$ cat config.mk
export PLATFORM = sky130hd
export DESIGN_NAME = game_top
export DESIGN_NICKNAME = d
export VERILOG_FILES = /design/src/design/game_pkg.sv /design/src/design/button_debounce.sv /design/src/design/game_control.sv /design/src/design/player_mover.sv /design/src/design/frame_store.sv /design/src/design/max7219_driver.sv /design/src/design/game_top.sv
export SDC_FILE = /design/constraint.sdc
export NUM_CORES = 1
export LEC_CHECK = 0
export BUFFER_PORTS_ARGS = -buffer_cell sky130_fd_sc_hd__buf_2
export CAP_MARGIN = 20
export CELL_PAD_IN_SITES_DETAIL_PLACEMENT = 0
export CELL_PAD_IN_SITES_GLOBAL_PLACEMENT = 1
export CORE_MARGIN = 8
export CORE_UTILIZATION = 45
export DETAILED_ROUTE_END_ITERATION = 7
export PLACE_DENSITY = 0.76
export SLEW_MARGIN = 15
export SYNTH_ARGS = -nofsm -noshare
export SYNTH_HDL_FRONTEND = slang
export SYNTH_SLANG_ARGS = --single-unit
$ cat constraint.sdc
create_clock -name clock_50 -period 2.16 [get_ports clock_50]
set_input_delay 0.108 -clock clock_50 [delete_from_list [all_inputs] [get_ports clock_50]]
set_output_delay 0.108 -clock clock_50 [all_outputs]
set_load 0.005 [all_outputs]
$ cat src/design/game_pkg.sv
// Shared sizes, timing constants, start picture, MAX7219 codes and FSM states for the game core
`default_nettype none

package game_pkg;

	// ========================================================================
	// Matrix geometry
	// ========================================================================
	localparam int ROWS  = 8;
	localparam int COLS  = 8;
	localparam int ROW_W = 3;
	localparam int COL_W = 3;

	// Bit i of a row lights column i
	typedef logic [COLS-1:0]  row_t;
	typedef logic [ROW_W-1:0] row_addr_t;
	typedef logic [COL_W-1:0] col_t;

	// ========================================================================
	// Game constants
	// ========================================================================
	localparam int DEBOUNCE_CYCLES = 8;

	localparam row_addr_t PLAYER_ROW       = 3'd0;
	localparam col_t      PLAYER_START_COL = 3'd3;

	// Start picture, element 0 is row 0
	localparam row_t START_SCREEN [ROWS] = '{
		8'h00,
		8'h66,
		8'h22,
		8'h22,
		8'h44,
		8'h44,
		8'h66,
		8'h00
	};

	// ========================================================================
	// MAX7219 serial link
	// ========================================================================
	localparam int SCLK_HALF   = 2;
	localparam int FRAME_BITS  = 16;
	// Shutdown, test, decode, scan limit, intensity, wake up
	localparam int SETUP_WORDS = 6;

	localparam logic [7:0] INTENSITY = 8'h0A;

	localparam logic [7:0] REG_DIGIT0     = 8'h01;
	localparam logic [7:0] REG_DECODE     = 8'h09;
	localparam logic [7:0] REG_INTENSITY  = 8'h0A;
	localparam logic [7:0] REG_SCAN_LIMIT = 8'h0B;
	localparam logic [7:0] REG_SHUTDOWN   = 8'h0C;
	localparam logic [7:0] REG_TEST       = 8'h0F;

	// ========================================================================
	// State machines
	// ========================================================================
	typedef enum logic [1:0] {
		LOAD_START,
		WAIT_START,
		CLEAR_FIELD,
		PLAY
	} ctrl_state_t;

	typedef enum logic [1:0] {
		SETUP,
		REFRESH,
		SHIFT,
		GAP
	} drv_state_t;

endpackage

`default_nettype wire

$ cat src/design/button_debounce.sv
// Turns one raw active-low push button into a single-cycle press pulse after a stable low
`timescale 1ns/1ps
`default_nettype none

module button_debounce (
	input  wire  clock_50,
	input  wire  rst,
	input  wire  button_n,
	output logic press
);

	logic sync_q1;
	logic sync_q2;
	// Saturates at DEBOUNCE_CYCLES until the button is released
	logic [$clog2(game_pkg::DEBOUNCE_CYCLES + 1)-1:0] low_cnt;

	always_ff @(posedge clock_50) begin
		if (rst) begin
			sync_q1 <= 1'b1;
			sync_q2 <= 1'b1;
			low_cnt <= '0;
			press   <= 1'b0;
		end else begin
			// Two-flop synchronizer, idle high
			sync_q1 <= button_n;
			sync_q2 <= sync_q1;
			press   <= 1'b0;
			if (sync_q2) begin
				low_cnt <= '0;
			end else if (low_cnt != $bits(low_cnt)'(game_pkg::DEBOUNCE_CYCLES)) begin
				low_cnt <= low_cnt + 1'b1;
				// Fires on the last counting step only
				press   <= (low_cnt == $bits(low_cnt)'(game_pkg::DEBOUNCE_CYCLES - 1));
			end
		end
	end

	// One pulse per press, never a level
	a_single_pulse: assert property (@(posedge clock_50) disable iff (rst)
		press |=> !press);

endmodule

`default_nettype wire

$ cat src/design/game_control.sv
// Top game FSM that streams the start picture or an empty field into the frame store
`timescale 1ns/1ps
`default_nettype none

module game_control (
	input  wire                  clock_50,
	input  wire                  rst,
	input  wire                  start_press,
	output logic                 playing,
	output logic                 ctrl_we,
	output game_pkg::row_addr_t  ctrl_addr,
	output game_pkg::row_t       ctrl_data
);

	game_pkg::ctrl_state_t state;
	game_pkg::row_addr_t   row_cnt;

	// Port A has top priority, so one row lands every cycle
	assign ctrl_we   = (state == game_pkg::LOAD_START) || (state == game_pkg::CLEAR_FIELD);
	assign ctrl_addr = row_cnt;
	assign ctrl_data = (state == game_pkg::LOAD_START) ? game_pkg::START_SCREEN[row_cnt] : '0;
	assign playing   = (state == game_pkg::PLAY);

	// ========================================================================
	// State register and row counter
	// ========================================================================
	always_ff @(posedge clock_50) begin
		if (rst) begin
			state   <= game_pkg::LOAD_START;
			row_cnt <= '0;
		end else begin
			case (state)
				game_pkg::LOAD_START,
				game_pkg::CLEAR_FIELD: begin
					row_cnt <= row_cnt + 1'b1;
					if (row_cnt == game_pkg::row_addr_t'(game_pkg::ROWS - 1)) begin
						if (state == game_pkg::LOAD_START) begin
							state <= game_pkg::WAIT_START;
						end else begin
							state <= game_pkg::PLAY;
						end
					end
				end
				game_pkg::WAIT_START: begin
					if (start_press) begin
						state   <= game_pkg::CLEAR_FIELD;
						row_cnt <= '0;
					end
				end
				game_pkg::PLAY: begin
					// Start during play goes back to the start picture
					if (start_press) begin
						state   <= game_pkg::LOAD_START;
						row_cnt <= '0;
					end
				end
				default: begin
					state <= game_pkg::LOAD_START;
				end
			endcase
		end
	end

	// Store is only written while loading or clearing
	a_no_write_idle: assert property (@(posedge clock_50) disable iff (rst)
		(state == game_pkg::WAIT_START || playing) |-> !ctrl_we);

endmodule

`default_nettype wire

$ cat src/design/player_mover.sv
// Keeps the player column, clamps moves at the edges and requests the player row write
`timescale 1ns/1ps
`default_nettype none

module player_mover (
	input  wire                  clock_50,
	input  wire                  rst,
	input  wire                  playing,
	input  wire                  left_press,
	input  wire                  right_press,
	input  wire                  plr_grant,
	output logic                 plr_we,
	output game_pkg::row_addr_t  plr_addr,
	output game_pkg::row_t       plr_data
);

	logic              playing_q;
	logic              pend;
	logic              start_play;
	logic              move_left;
	logic              move_right;
	game_pkg::col_t    col;
	game_pkg::col_t    col_next;

	assign start_play = playing && !playing_q;

	// Both buttons in one cycle cancel out
	assign move_left  = playing && left_press && !right_press && (col != '0);
	assign move_right = playing && right_press && !left_press &&
		(col != game_pkg::col_t'(game_pkg::COLS - 1));

	always_comb begin
		col_next = col;
		if (start_play) begin
			col_next = game_pkg::PLAYER_START_COL;
		end else if (move_left) begin
			col_next = col - 1'b1;
		end else if (move_right) begin
			col_next = col + 1'b1;
		end
	end

	// A waiting request always carries the newest column
	assign plr_we   = playing && (pend || start_play || move_left || move_right);
	assign plr_addr = game_pkg::PLAYER_ROW;
	assign plr_data = game_pkg::row_t'(1) << col_next;

	always_ff @(posedge clock_50) begin
		if (rst) begin
			playing_q <= 1'b0;
			pend      <= 1'b0;
			col       <= game_pkg::PLAYER_START_COL;
		end else begin
			playing_q <= playing;
			col       <= col_next;
			pend      <= plr_we && !plr_grant;
		end
	end

	a_one_hot: assert property (@(posedge clock_50) disable iff (rst)
		plr_we |-> $onehot(plr_data));

endmodule

`default_nettype wire

$ cat src/design/frame_store.sv
// Eight-row frame memory with a fixed-priority two-writer arbiter and a combinational read port
`timescale 1ns/1ps
`default_nettype none

module frame_store (
	input  wire                  clock_50,
	input  wire                  rst,
	input  wire                  ctrl_we,
	input  game_pkg::row_addr_t  ctrl_addr,
	input  game_pkg::row_t       ctrl_data,
	input  wire                  plr_we,
	input  game_pkg::row_addr_t  plr_addr,
	input  game_pkg::row_t       plr_data,
	input  game_pkg::row_addr_t  rd_addr,
	output logic                 plr_grant,
	output game_pkg::row_t       rd_data
);

	game_pkg::row_t rows [game_pkg::ROWS];

	// ========================================================================
	// Arbiter, controller port always wins
	// ========================================================================
	assign plr_grant = plr_we && !ctrl_we;

	always_ff @(posedge clock_50) begin
		if (rst) begin
			rows <= '{default: '0};
		end else if (ctrl_we) begin
			rows[ctrl_addr] <= ctrl_data;
		end else if (plr_grant) begin
			rows[plr_addr] <= plr_data;
		end
	end

	// Display side
	assign rd_data = rows[rd_addr];

	// Controller writes only outside play and the player only inside it,
	// so the two requests never collide
	a_no_collision: assert property (@(posedge clock_50) disable iff (rst)
		!(ctrl_we && plr_we));

endmodule

`default_nettype wire

$ cat src/design/max7219_driver.sv
// Sends the MAX7219 setup words once and then refreshes all eight digit rows forever
`timescale 1ns/1ps
`default_nettype none

module max7219_driver (
	input  wire                  clock_50,
	input  wire                  rst,
	input  game_pkg::row_t       rd_data,
	output game_pkg::row_addr_t  rd_addr,
	output logic                 max7219_din,
	output logic                 max7219_ncs,
	output logic                 max7219_clk
);

	game_pkg::drv_state_t                       state;
	logic [2:0]                                 setup_idx;
	game_pkg::row_addr_t                        digit;
	logic [game_pkg::FRAME_BITS-1:0]            shreg;
	logic [game_pkg::FRAME_BITS-1:0]            setup_word;
	logic [$clog2(2*game_pkg::SCLK_HALF)-1:0]   div;
	logic [$clog2(game_pkg::FRAME_BITS)-1:0]    bit_cnt;

	// Setup sequence, address byte first
	always_comb begin
		case (setup_idx)
			3'd0:    setup_word = {game_pkg::REG_SHUTDOWN, 8'h00};
			3'd1:    setup_word = {game_pkg::REG_TEST, 8'h00};
			3'd2:    setup_word = {game_pkg::REG_DECODE, 8'h00};
			3'd3:    setup_word = {game_pkg::REG_SCAN_LIMIT, 8'h07};
			3'd4:    setup_word = {game_pkg::REG_INTENSITY, game_pkg::INTENSITY};
			default: setup_word = {game_pkg::REG_SHUTDOWN, 8'h01};
		endcase
	end

	assign rd_addr     = digit;
	assign max7219_din = shreg[game_pkg::FRAME_BITS-1];

	// ========================================================================
	// Word sequencer: load 1 clock, shift 64, gap 1
	// ========================================================================
	always_ff @(posedge clock_50) begin
		if (rst) begin
			state       <= game_pkg::SETUP;
			setup_idx   <= '0;
			digit       <= '0;
			shreg       <= '0;
			div         <= '0;
			bit_cnt     <= '0;
			max7219_ncs <= 1'b1;
			max7219_clk <= 1'b0;
		end else begin
			case (state)
				game_pkg::SETUP: begin
					shreg       <= setup_word;
					setup_idx   <= setup_idx + 1'b1;
					div         <= '0;
					bit_cnt     <= '0;
					max7219_ncs <= 1'b0;
					state       <= game_pkg::SHIFT;
				end
				game_pkg::REFRESH: begin
					// Row sampled once, at the start of the word
					shreg       <= {game_pkg::REG_DIGIT0 + 8'(digit), rd_data};
					digit       <= digit + 1'b1;
					div         <= '0;
					bit_cnt     <= '0;
					max7219_ncs <= 1'b0;
					state       <= game_pkg::SHIFT;
				end
				game_pkg::SHIFT: begin
					div <= div + 1'b1;
					if (div == $bits(div)'(game_pkg::SCLK_HALF - 1)) begin
						max7219_clk <= 1'b1;
					end
					// Falling sclk, next bit goes out
					if (div == $bits(div)'(2*game_pkg::SCLK_HALF - 1)) begin
						div         <= '0;
						max7219_clk <= 1'b0;
						shreg       <= {shreg[game_pkg::FRAME_BITS-2:0], 1'b0};
						bit_cnt     <= bit_cnt + 1'b1;
						if (bit_cnt == $bits(bit_cnt)'(game_pkg::FRAME_BITS - 1)) begin
							max7219_ncs <= 1'b1;
							state       <= game_pkg::GAP;
						end
					end
				end
				game_pkg::GAP: begin
					if (setup_idx == 3'(game_pkg::SETUP_WORDS)) begin
						state <= game_pkg::REFRESH;
					end else begin
						state <= game_pkg::SETUP;
					end
				end
				default: begin
					state <= game_pkg::SETUP;
				end
			endcase
		end
	end

	a_clk_idle: assert property (@(posedge clock_50) disable iff (rst)
		max7219_ncs |-> !max7219_clk);

endmodule

`default_nettype wire

$ cat src/design/game_top.sv
// Game core top level joining the button debouncers, game logic, frame store and MAX7219 link
`timescale 1ns/1ps
`default_nettype none

module game_top (
	input  wire  clock_50,
	input  wire  rst,
	input  wire  start_button_n,
	input  wire  left_button_n,
	input  wire  right_button_n,
	output logic max7219_din,
	output logic max7219_ncs,
	output logic max7219_clk
);

	logic                 start_press;
	logic                 left_press;
	logic                 right_press;
	logic                 playing;
	logic                 ctrl_we;
	game_pkg::row_addr_t  ctrl_addr;
	game_pkg::row_t       ctrl_data;
	logic                 plr_we;
	logic                 plr_grant;
	game_pkg::row_addr_t  plr_addr;
	game_pkg::row_t       plr_data;
	game_pkg::row_addr_t  rd_addr;
	game_pkg::row_t       rd_data;

	// ========================================================================
	// Buttons
	// ========================================================================
	button_debounce u_start_db (
		.clock_50 (clock_50),
		.rst      (rst),
		.button_n (start_button_n),
		.press    (start_press)
	);

	button_debounce u_left_db (
		.clock_50 (clock_50),
		.rst      (rst),
		.button_n (left_button_n),
		.press    (left_press)
	);

	button_debounce u_right_db (
		.clock_50 (clock_50),
		.rst      (rst),
		.button_n (right_button_n),
		.press    (right_press)
	);

	// ========================================================================
	// Game logic and frame memory
	// ========================================================================
	game_control u_ctrl (
		.clock_50    (clock_50),
		.rst         (rst),
		.start_press (start_press),
		.playing     (playing),
		.ctrl_we     (ctrl_we),
		.ctrl_addr   (ctrl_addr),
		.ctrl_data   (ctrl_data)
	);

	player_mover u_player (
		.clock_50    (clock_50),
		.rst         (rst),
		.playing     (playing),
		.left_press  (left_press),
		.right_press (right_press),
		.plr_grant   (plr_grant),
		.plr_we      (plr_we),
		.plr_addr    (plr_addr),
		.plr_data    (plr_data)
	);

	frame_store u_store (
		.clock_50  (clock_50),
		.rst       (rst),
		.ctrl_we   (ctrl_we),
		.ctrl_addr (ctrl_addr),
		.ctrl_data (ctrl_data),
		.plr_we    (plr_we),
		.plr_addr  (plr_addr),
		.plr_data  (plr_data),
		.rd_addr   (rd_addr),
		.plr_grant (plr_grant),
		.rd_data   (rd_data)
	);

	// Display link
	max7219_driver u_driver (
		.clock_50    (clock_50),
		.rst         (rst),
		.rd_data     (rd_data),
		.rd_addr     (rd_addr),
		.max7219_din (max7219_din),
		.max7219_ncs (max7219_ncs),
		.max7219_clk (max7219_clk)
	);

endmodule

`default_nettype wire

==> metrics.txt, run 1 <==
cell taking the most area after synthesis=dfxtp_1; CTS sink cnt=85; Die ar.=roughly 13000 µm²; Setup Viol. Count Final=0; # nets final=roughly 520; Die Wd=roughly 110 µm; max_cap viols=0; syn_area_per_cell=approximately 9 µm²; Yosys cell types=between 50 and 60; Yosys top cell area share=about two fifths; final hold slack=174 ps; Final Skew=9.44 ps; Hold Path Sink=u_driver.shreg[3]$_SDFFE_PP0P_; Post-Syn Area=between 4000 and 5000 µm²; layout cell share with drive strength beyond 1=roughly an eighth; total gr overflow=0; slowest cell delay on critical path=480 ps; I/O pin cnt=8; register bit total from synthesis=85; number of H-tree levels=3; simple-gate share of the synthesized area=between 20% and 30%; Worst-Margin Slew=about 620 ps; Routed Antenna Nets=0; clock slew seen by the registers of the worst setup and hold paths=around 90 ps; outcome=finished, final reports clean; drt wl/cell=~13 µm; achievable frequency=just under 500 MHz; reg2reg path depth=7; Synthesized Nets=505; CP Max Fanout=6; total power=about 3700 µW; Post-route DRC=0; CP top delay family=simple AND/OR/NAND/NOR gates; Worst IR Drop VDD=about 0.43 mV; Die H=between 100 and 150 µm; leading cell type in the layout, fill and taps excluded=dfxtp_1; CP Cell Sequence=ha_1 -> ha_1 -> or3b_2 -> o21ai_0 -> nand2_1 -> a31oi_2 -> o2bb2ai_1; Worst path most repeated cell=ha_1; Root Buffer=clkbuf_8; unrepaired setup endpoints after global routing=false; via count=~3200; CTS tree=yes; Detailed Place HPWL=around 5600 µm; final wirelength=between 7000 and 8000 µm; All-Layer GR Usage=a little over an eighth; Startpoint Class=register; Syn. warnings=0; CORE AREA=approximately 9000 µm²; Main synth FF type=dfxtp_1; drt pass-1 iters=4; Num CTS Buffers=9; global-route wire length before repair=14200 µm; Buf/Inv on CP=0; area share of fa/ha/maj cells after synthesis=under 10%; post-synthesis cell count=between 400 and 500; Port Buf Inserts=7; setup TNS=0 ps; compound-cell area share of the yosys netlist=between 10% and 20%; max-slew violations=0; Site Rows=35; P_leak=~0.0017 µW; vias in the first global route=just over 3000; number of diodes=0; Slew Limit Headroom=58.1%; DR iter-0 viols=~140; mux contribution to synthesized area=approximately 4.8%; largest net degree at the start of global routing=24; asr flop ratio synth=0%; post-synthesis sequential area ratio=between 40% and 50%; worst hold stages=2; Initial Util=between 40% and 50%; Critical R2R Launch=u_player.col[1]$_SDFF_PP1_; CP Data Arrival Time=2280 ps; Syn-to-layout area delta=10.6%; GPL Wtd Cong=0.845; hold_sp=rst; drt via density=around 5.4; Hold Crit Class=in2reg; clk_lat worst skew=between 300 and 400 ps; largest family of logic cells by synthesized area=simple AND/OR/NAND/NOR gates; WP data required=approximately 2400 ps; xor/xnor cell area share of the yosys netlist=about 2.1%; PwrDens=~800 nW/µm²; initial antenna violation count=0; Worst Path Class, Setup=reg2reg; final worst-path cycle share=~95%; r2r setup slk=110 ps; commonest non-fill, non-tap cells in the layout=dfxtp_1, nor2_1, nand2_1; CP max-delay cell=or3b_2; reg2reg end=u_store.rows[62]$_SDFFE_PP0P_; Final Hold Fails=0; CP endpoint kind=register; ranking of synthesized cells by area=dfxtp_1, ha_1, a21oi_1; post-route minimum period=2050 ps; EDFF count, synth=0; fillcell total=around 900; CTS Buffer Depth=2
==> layout make-up <==
class	count	area, µm²	area share (%)
flip-flops and latches	85	1700	37.1
well taps	111	139	3.03
inverters	22	82.6	1.80
multi-input cells	341	2280	49.7
repair buffers	24	170	3.71
clock buffers	10	128	2.78
clock inverters	5	85.1	1.86
==> synthesized netlist by cell type (6+ instances only) <==
cell	n
dfxtp_1	85
nor2_1	53
nand2_1	47
a21oi_1	40
ha_1	30
inv_1	22
clkbuf_1	13
mux2i_1	13
o21ai_0	13
nor3_1	11
a22oi_1	10
or2_2	10
nor3b_1	9
nand3_1	8
o2bb2ai_1	8
a31oi_1	7
nand2b_1	7
nor2b_1	6
==> what timing repair did <==
item                                   4_1_cts  5_1_grt
endpoints found under the hold margin        3        0
buffers inserted                             0        1
hold buffers                                 3        0
setup endpoints to repair                    0        8
gates resized for setup                      0        3
==> stage by stage <==
step / utilization [%] / worst slack, ps / area, µm² / cells
after detailed placement: 47.4 / 144 / 4320 / 579
after global routing: 50.3 / 12.9 / 4580 / 598
after global placement: 47.4 / 170 / 4320 / 579
after CTS: 50.1 / 105 / 4560 / 597
final: 50.3 / 114 / 4580 / 598
after floorplan: - / 306 / 4150 / 470
==> registers in the layout, indices dropped and copies added, names as in the netlist, 2 cells and up <==
register / count
u_driver.setup_idx: 3
u_driver.state: 2
u_ctrl.ctrl_addr: 3
u_store.rows: 22
u_left_db.low_cnt: 4
u_driver.shreg: 16
u_driver.rd_addr: 3
u_driver.div: 2
u_player.col: 3
u_start_db.low_cnt: 4
u_driver.bit_cnt: 4
u_right_db.low_cnt: 4
u_ctrl.state: 2
==> worst register-to-register path, stage by stage, from the launching register on <==
cell       delay [ps]
dfxtp_1           380
ha_1              220
ha_1              230
or3b_2            480
o21ai_0           140
nand2_1           160
a31oi_2           240
o2bb2ai_1         100
==> metal layers <==
metal	vias up	GRT usage [%]	part of all wire (%)
met2	33	19.9	44
met3	10	2.76	2.6
li1	1680	-	-
met5	-	0	0
met1	1480	18.8	53
met4	0	4.77	1.2
==> where the power goes <==
part | switching, µW | internal (µW) | total, µW
sequential | 106 | 1680 | 1780
combinational | 381 | 301 | 682
clock | 569 | 652 | 1220
==> worst max path at each step <==
stage	from	to	cells after the start	slack, ps
global placement	u_player.col[0]$_SDFF_PP1_	u_store.rows[62]$_SDFFE_PP0P_	7	170
detailed placement	u_player.col[0]$_SDFF_PP1_	u_store.rows[60]$_SDFFE_PP0P_	8	140
floorplan	u_ctrl.state[0]$_SDFFE_PP0P_	u_store.rows[59]$_SDFFE_PP0P_	7	310
global route	u_player.col[1]$_SDFF_PP1_	u_store.rows[62]$_SDFFE_PP0P_	8	10
CTS	u_player.col[0]$_SDFF_PP1_	u_store.rows[62]$_SDFFE_PP0P_	8	100
finish	u_player.col[1]$_SDFF_PP1_	u_store.rows[62]$_SDFFE_PP0P_	7	110
==> cells by family after synthesis <==
family | Yosys count
xor gates and xnor gates | 10
and+or+nand+nor | 175
buffers and inverters | 44
AOI/OAI and AO/OA | 109
DFF | 85
muxes | 17
adders and majority gates | 30
(Power assumes the default switching activity.)
==> run 2: changes to the inputs <==
- CORE_UTILIZATION: 45 -> 35
- PLACE_DENSITY: 0.76 -> 0.62
==> run 2 against run 1 <==
Compared with the run above: critical path depth unchanged; first-iteration DRC count increased by 68%; power increased by 12%; cell count increased by 5.9%; clock power increased by 35%; core utilization decreased by 9.1 points; clock-buffer cell count increased by 1; cell area increased by 3.6%; clock skew decreased by 2.2 ps; via count increased by 0.87%; flip-flop and latch count unchanged; worst setup slack improved by 40 ps; critical path type unchanged; largest power group unchanged.
==> metrics.txt, run 2 (synthesis results as in run 1) <==
P_leak=0.00179 µW (was 0.00173 µW); Final Skew=7.24 ps (was 9.44 ps); Setup Viol. Count Final=0 (unchanged); commonest non-fill, non-tap cells in the layout=dfxtp_1, nor2_1, nand2_1 (unchanged); Initial Util=36.0% (was 45.5%); clock slew seen by the registers of the worst setup and hold paths=60 ps (was 90 ps); Final Hold Fails=0 (unchanged); CTS Buffer Depth=2 (unchanged); number of diodes=0 (unchanged); post-layout utilization of the core=41.3% (was 50.3%); Die Wd=125 µm (was 112 µm); number of H-tree levels=3 (unchanged); vias in the first global route=3200 (was 3063); Startpoint Class=register (unchanged); hold_sp=rst (unchanged); Site Rows=39 (was 35); Post-route DRC=0 (unchanged); All-Layer GR Usage=11.5% (was 13.4%); Root Buffer=clkbuf_16 (was clkbuf_8); max_cap viols=0 (unchanged); Hold Path Sink=u_store.rows[30]$_SDFFE_PP0P_ (was u_driver.shreg[3]$_SDFFE_PP0P_); WP data required=2380 ps (was 2400 ps); Port Buf Inserts=7 (unchanged); CORE AREA=11500 µm² (was 9110 µm²); Inst Count DP=615 (was 579); Finished Layout Cells=633 (was 598); PwrDens=870 nW/µm² (was 804 nW/µm²); Die ar.=15600 µm² (was 12500 µm²); total gr overflow=0 (unchanged); drt wl/cell=13.3 µm (about the same); Worst Path Class, Setup=reg2reg (unchanged); Hold Crit Class=in2reg (unchanged); # nets final=521 (was 518); Detailed Place HPWL=6000 µm (was 5630 µm); GPL Wtd Cong=0.783 (was 0.845); r2r setup slk=150 ps (was 110 ps); outcome=finished, final reports clean (unchanged); total power=4130 µW (was 3690 µW); Critical R2R Launch=u_player.col[0]$_SDFF_PP1_ (was u_player.col[1]$_SDFF_PP1_); CP Max Fanout=7 (was 6); worst hold stages=2 (unchanged); I/O pin cnt=8 (unchanged); post-route minimum period=2010 ps (was 2050 ps); leading cell type in the layout, fill and taps excluded=dfxtp_1 (unchanged); layout cell share with drive strength beyond 1=12.9% (was 12.1%); global-route wire length before repair=15000 µm (was 14200 µm); unrepaired setup endpoints after global routing=false (unchanged); max-slew violations=0 (unchanged); drt pass-1 iters=6 (was 4); final wirelength=8430 µm (was 7960 µm); clk_lat worst skew=340 ps (was 350 ps); Num CTS Buffers=9 (unchanged); CTS sink cnt=85 (unchanged); number of flip-flops in the largest register=22 (unchanged); setup TNS=0 ps (unchanged); largest net degree at the start of global routing=31 (was 24); drt via density=5.10 (was 5.36); Die H=125 µm (was 112 µm); Post CTS Setup Buffer Count=0 (unchanged); Routed Antenna Nets=0 (unchanged); CTS tree=yes (unchanged); reg2reg end=u_store.rows[62]$_SDFFE_PP0P_ (unchanged); Worst IR Drop VDD=0.403 mV (was 0.429 mV); via count=3231 (was 3203); initial antenna violation count=0 (unchanged); largest reg by FF count=u_store.rows (unchanged); CP endpoint kind=register (unchanged); achievable frequency=499 MHz (was 489 MHz); Worst-Margin Slew=555 ps (was 623 ps); reg2reg path depth=7 (unchanged); biggest regs=u_store.rows: 22 flops, u_driver.shreg: 16 flops (unchanged); DR iter-0 viols=228 (was 136); Slew Limit Headroom=62.9% (was 58.1%); CP Data Arrival Time=2220 ps (was 2280 ps); final worst-path cycle share=92.9% (was 94.7%); Syn-to-layout area delta=14.6% (was 10.6%)
run 2: cell types whose count changed in the layout (fill, tap and decap cells not counted):
| cell | delta |
|---|---|
| buf_4 | +3 |
| clkbuf_16 | +9 |
| clkbuf_8 | -8 |
| clkinv_2 | +1 |
| clkinv_4 | -1 |
| dfxtp_1 | -1 |
| dfxtp_2 | +1 |
| inv_6 | -1 |
| o21ai_0 | -1 |
| o21ai_1 | +1 |
run 2: layer usage:
metal	part of all wire [%]	wire (µm)	global-route usage, %
met1	53	4440	15.2
met4	1.8	155	4.94
met3	2.4	205	2.31
met2	43	3620	17.6
met5	0	0	0
run 2: area by class of cell:
cell class	count	area [µm²]
clock inverter	4	72.6
clock buffer	11	243
sequential	85	1700
fill	1159	6770
inverter	22	82.6
multi-input combinational	341	2280
tap	143	179
timing repair buffer	27	193
run 2: worst max-delay path, cell delays in order (launching register included):
cell       delay, ps
dfxtp_2          350
ha_1             210
ha_1             240
or3b_2           480
o21ai_1          130
nand2_1          120
a31oi_2          250
o2bb2ai_1        100
run 2: worst max path at each step:
stage	slack, ps	start	to	cells past startpoint
floorplan	310	u_ctrl.state[0]$_SDFFE_PP0P_	u_store.rows[59]$_SDFFE_PP0P_	7
global placement	150	u_player.col[0]$_SDFF_PP1_	u_store.rows[58]$_SDFFE_PP0P_	7
detailed placement	100	u_player.col[0]$_SDFF_PP1_	u_store.rows[62]$_SDFFE_PP0P_	7
CTS	100	u_player.col[0]$_SDFF_PP1_	u_store.rows[62]$_SDFFE_PP0P_	7
global route	20	u_player.col[0]$_SDFF_PP1_	u_store.rows[57]$_SDFFE_PP0P_	7
finish	150	u_player.col[0]$_SDFF_PP1_	u_store.rows[62]$_SDFFE_PP0P_	7
run 2: per-stage QoR:
step | instance area (µm²) | hold WS (ps) | setup WS [ps]
after floorplan | 4150 | 210 | 306
after global placement | 4390 | 295 | 153
final | 4750 | 157 | 154
after global routing | 4750 | 193 | 17.2
after detailed placement | 4390 | 294 | 101
after CTS | 4740 | 162 | 99.3
run 2: power by group:
group | switching [µW] | internal [µW]
Sequential | 106 | 1680
Clock | 613 | 1040
Combinational | 380 | 316
run 2: what timing repair did:
item | 4_1_cts | 5_1_grt
gates resized for setup | 0 | 5
hold endpoints to repair | 3 | 0
setup endpoints to repair | 0 | 8
hold buffers | 3 | 0
==> run 3: changes to the inputs <==
- BUFFER_PORTS_ARGS: -buffer_cell sky130_fd_sc_hd__buf_2 -> -buffer_cell sky130_fd_sc_hd__buf_4
- clock period: 2.16 -> 2.1 ns (I/O delays scaled with it)
==> run 3 against run 2 <==
Compared with the run above: core utilization down 0.22 points; power shrank 3.7%; global-route usage decreased by 0.26 points; sequential power increased by 3%; via count decreased by 0.96%; worst setup slack got worse by 25 ps; register-to-register slack worse by 20 ps; flip-flop and latch count did not move; sequential share of layout area is 0.14 points higher; critical endpoint unchanged; largest cell class unchanged.
==> metrics.txt, run 3 (synthesis results as in run 1) <==
outcome=finished, final reports clean (unchanged); Worst IR Drop VDD=0.319 mV (was 0.403 mV); # nets final=523 (was 521); global-route wire length before repair=14500 µm (was 15000 µm); drt pass-1 iters=4 (was 6); FF/Latch Area=1700 µm² (about the same); Die Wd=125 µm (unchanged); Clk network pwr share=36.0% (was 39.9%); largest reg by FF count=u_store.rows (unchanged); PwrDens=842 nW/µm² (was 870 nW/µm²); drt via density=5.04 (was 5.10); Num CTS Buffers=9 (unchanged); GPL Wtd Cong=0.856 (was 0.783); Comb pwr share=17.8% (was 16.9%); CTS tree=yes (unchanged); Die ar.=15600 µm² (unchanged); Slew Limit Headroom=57.6% (was 62.9%); Pint=2870 µW (was 3030 µW); Syn-to-layout area delta=14.0% (was 14.6%); commonest non-fill, non-tap cells in the layout=dfxtp_1, nor2_1, nand2_1 (unchanged); Die H=125 µm (unchanged); switching fraction of total power=27.8% (was 26.6%); WP data required=2320 ps (was 2380 ps); Final Skew=5.99 ps (was 7.24 ps); setup TNS=0 ps (unchanged); Place WS=93.8 ps (was 101 ps); Worst path most repeated cell=ha_1 (unchanged); unrepaired setup endpoints after global routing=false (unchanged); largest net degree at the start of global routing=42 (was 31); final wirelength=8440 µm (was 8430 µm); CP Cell Sequence=ha_1 -> ha_1 -> or3b_2 -> o21ai_1 -> nand2_1 -> a31oi_2 -> o2bb2ai_1 (unchanged); Post-route DRC=0 (unchanged); reg2reg path depth=7 (unchanged); Startpoint Class=register (unchanged); CP Data Arrival Time=2200 ps (was 2220 ps); Setup Viol. Count Final=0 (unchanged); biggest regs=u_store.rows: 22 flops, u_driver.shreg: 16 flops (unchanged); P_leak=0.00179 µW (about the same); slack of the critical path=129 ps (was 154 ps); DR iter-0 viols=164 (was 228); Finished Layout Cells=635 (was 633); final worst-path cycle share=93.8% (was 92.9%); Worst Path Class, Setup=reg2reg (unchanged); slowest cell delay on critical path=470 ps (was 480 ps); Routed Antenna Nets=0 (unchanged); Port Buf Inserts=7 (unchanged); clk_lat worst skew=330 ps (was 340 ps); max_cap viols=0 (unchanged); max-slew violations=0 (unchanged); leading cell type in the layout, fill and taps excluded=dfxtp_1 (unchanged); drt wl/cell=13.3 µm (about the same); total gr overflow=0 (unchanged); clock slew seen by the registers of the worst setup and hold paths=60 ps (about the same); worst hold stages=2 (unchanged); Sw Pwr=1110 µW (was 1100 µW); CP Max Fanout=6 (was 7); CORE AREA=11500 µm² (unchanged); number of H-tree levels=3 (unchanged); Site Rows=39 (unchanged); initial antenna violation count=0 (unchanged); area of the multi-input gates=2280 µm² (unchanged); fillcell total=1161 (was 1159); achievable frequency=507 MHz (was 499 MHz); share of power burned in registers=46.2% (was 43.2%); Initial Util=36.0% (unchanged); I/O pin cnt=8 (unchanged); All-Layer GR Usage=11.2% (was 11.5%); via count=3200 (was 3231); number of flip-flops in the largest register=22 (unchanged); CTS Buffer Depth=2 (unchanged); Final Hold Fails=0 (unchanged); vias in the first global route=3003 (was 3200); Inst Count DP=616 (was 615); number of diodes=0 (unchanged); Hold Crit Class=in2reg (unchanged); layout cell share with drive strength beyond 1=12.4% (was 12.9%); Root Buffer=clkbuf_16 (unchanged); Detailed Place HPWL=5960 µm (was 6000 µm); post-route minimum period=1970 ps (was 2010 ps); CP endpoint kind=register (unchanged); CTS sink cnt=85 (unchanged); Worst-Margin Slew=629 ps (was 555 ps); CP max-delay cell=or3b_2 (unchanged)
==> run 3: layout make-up <==
class / instances / share of cell area, %
clock buffers: 13 / 5.30
clock inverters: 2 / 0.212
inverters: 22 / 1.75
multi-input cells: 341 / 48.2
flip-flops and latches: 85 / 36.0
well taps: 143 / 3.79
repair buffers: 29 / 4.77
==> run 3: final timing paths <==
path	slack [ps]	start	end
worst max-delay path	130	u_player.col[1]$_SDFF_PP1_	u_store.rows[62]$_SDFFE_PP0P_
worst min-delay path	200	rst	u_driver.shreg[4]$_SDFFE_PP0P_
worst max register to register	130	u_player.col[1]$_SDFF_PP1_	u_store.rows[62]$_SDFFE_PP0P_
worst min register to register	410	u_left_db.sync_q1$_SDFF_PP1_	u_left_db.sync_q2$_SDFF_PP1_
==> run 3: what timing repair did <==
| action | CTS | global route |
|---|---|---|
| setup endpoints to repair | 0 | 8 |
| endpoints found under the hold margin | 3 | 0 |
| hold buffers | 3 | 0 |
| setup buffers | 0 | 1 |
| gates resized for setup | 0 | 3 |
==> run 3: worst max-delay path, delay by kind of cell, from the launching register on <==
kind                       cells  cell delay (ps)
adders and majority gates      2              440
AOI/OAI and AO/OA              3              460
and+or+nand+nor                2              600
DFF                            1              360
==> run 3: stage by stage <==
stage | total power (µW) | util (%) | hold slack, ps | cell area (µm²)
after floorplan | 2380 | - | 207 | 4150
after global placement | 2560 | 38.4 | 290 | 4420
after detailed placement | 2570 | 38.4 | 293 | 4420
after CTS | 4020 | 40.9 | 202 | 4710
after global routing | 4200 | 41.0 | 230 | 4730
final | 3980 | 41.0 | 201 | 4730
==> run 3: power groups by stage <==
stage / Clock [µW] / Sequential (µW) / Combinational (µW)
floorplan: 0 / 1830 / 557
finish: 1430 / 1840 / 708
global route: 1530 / 1860 / 812
CTS: 1480 / 1840 / 705
detailed placement: 0 / 1870 / 698
global placement: 0 / 1870 / 692
==> run 3: routing by layer <==
layer  GRT usage (%)  part of all wire, %  up-vias
li1                -                    -     1687
met4            5.59                  2.1        0
met1            15.3                   53     1460
met2            16.6                   43       41
met3            1.93                  2.5       12
met5               0                    0        -
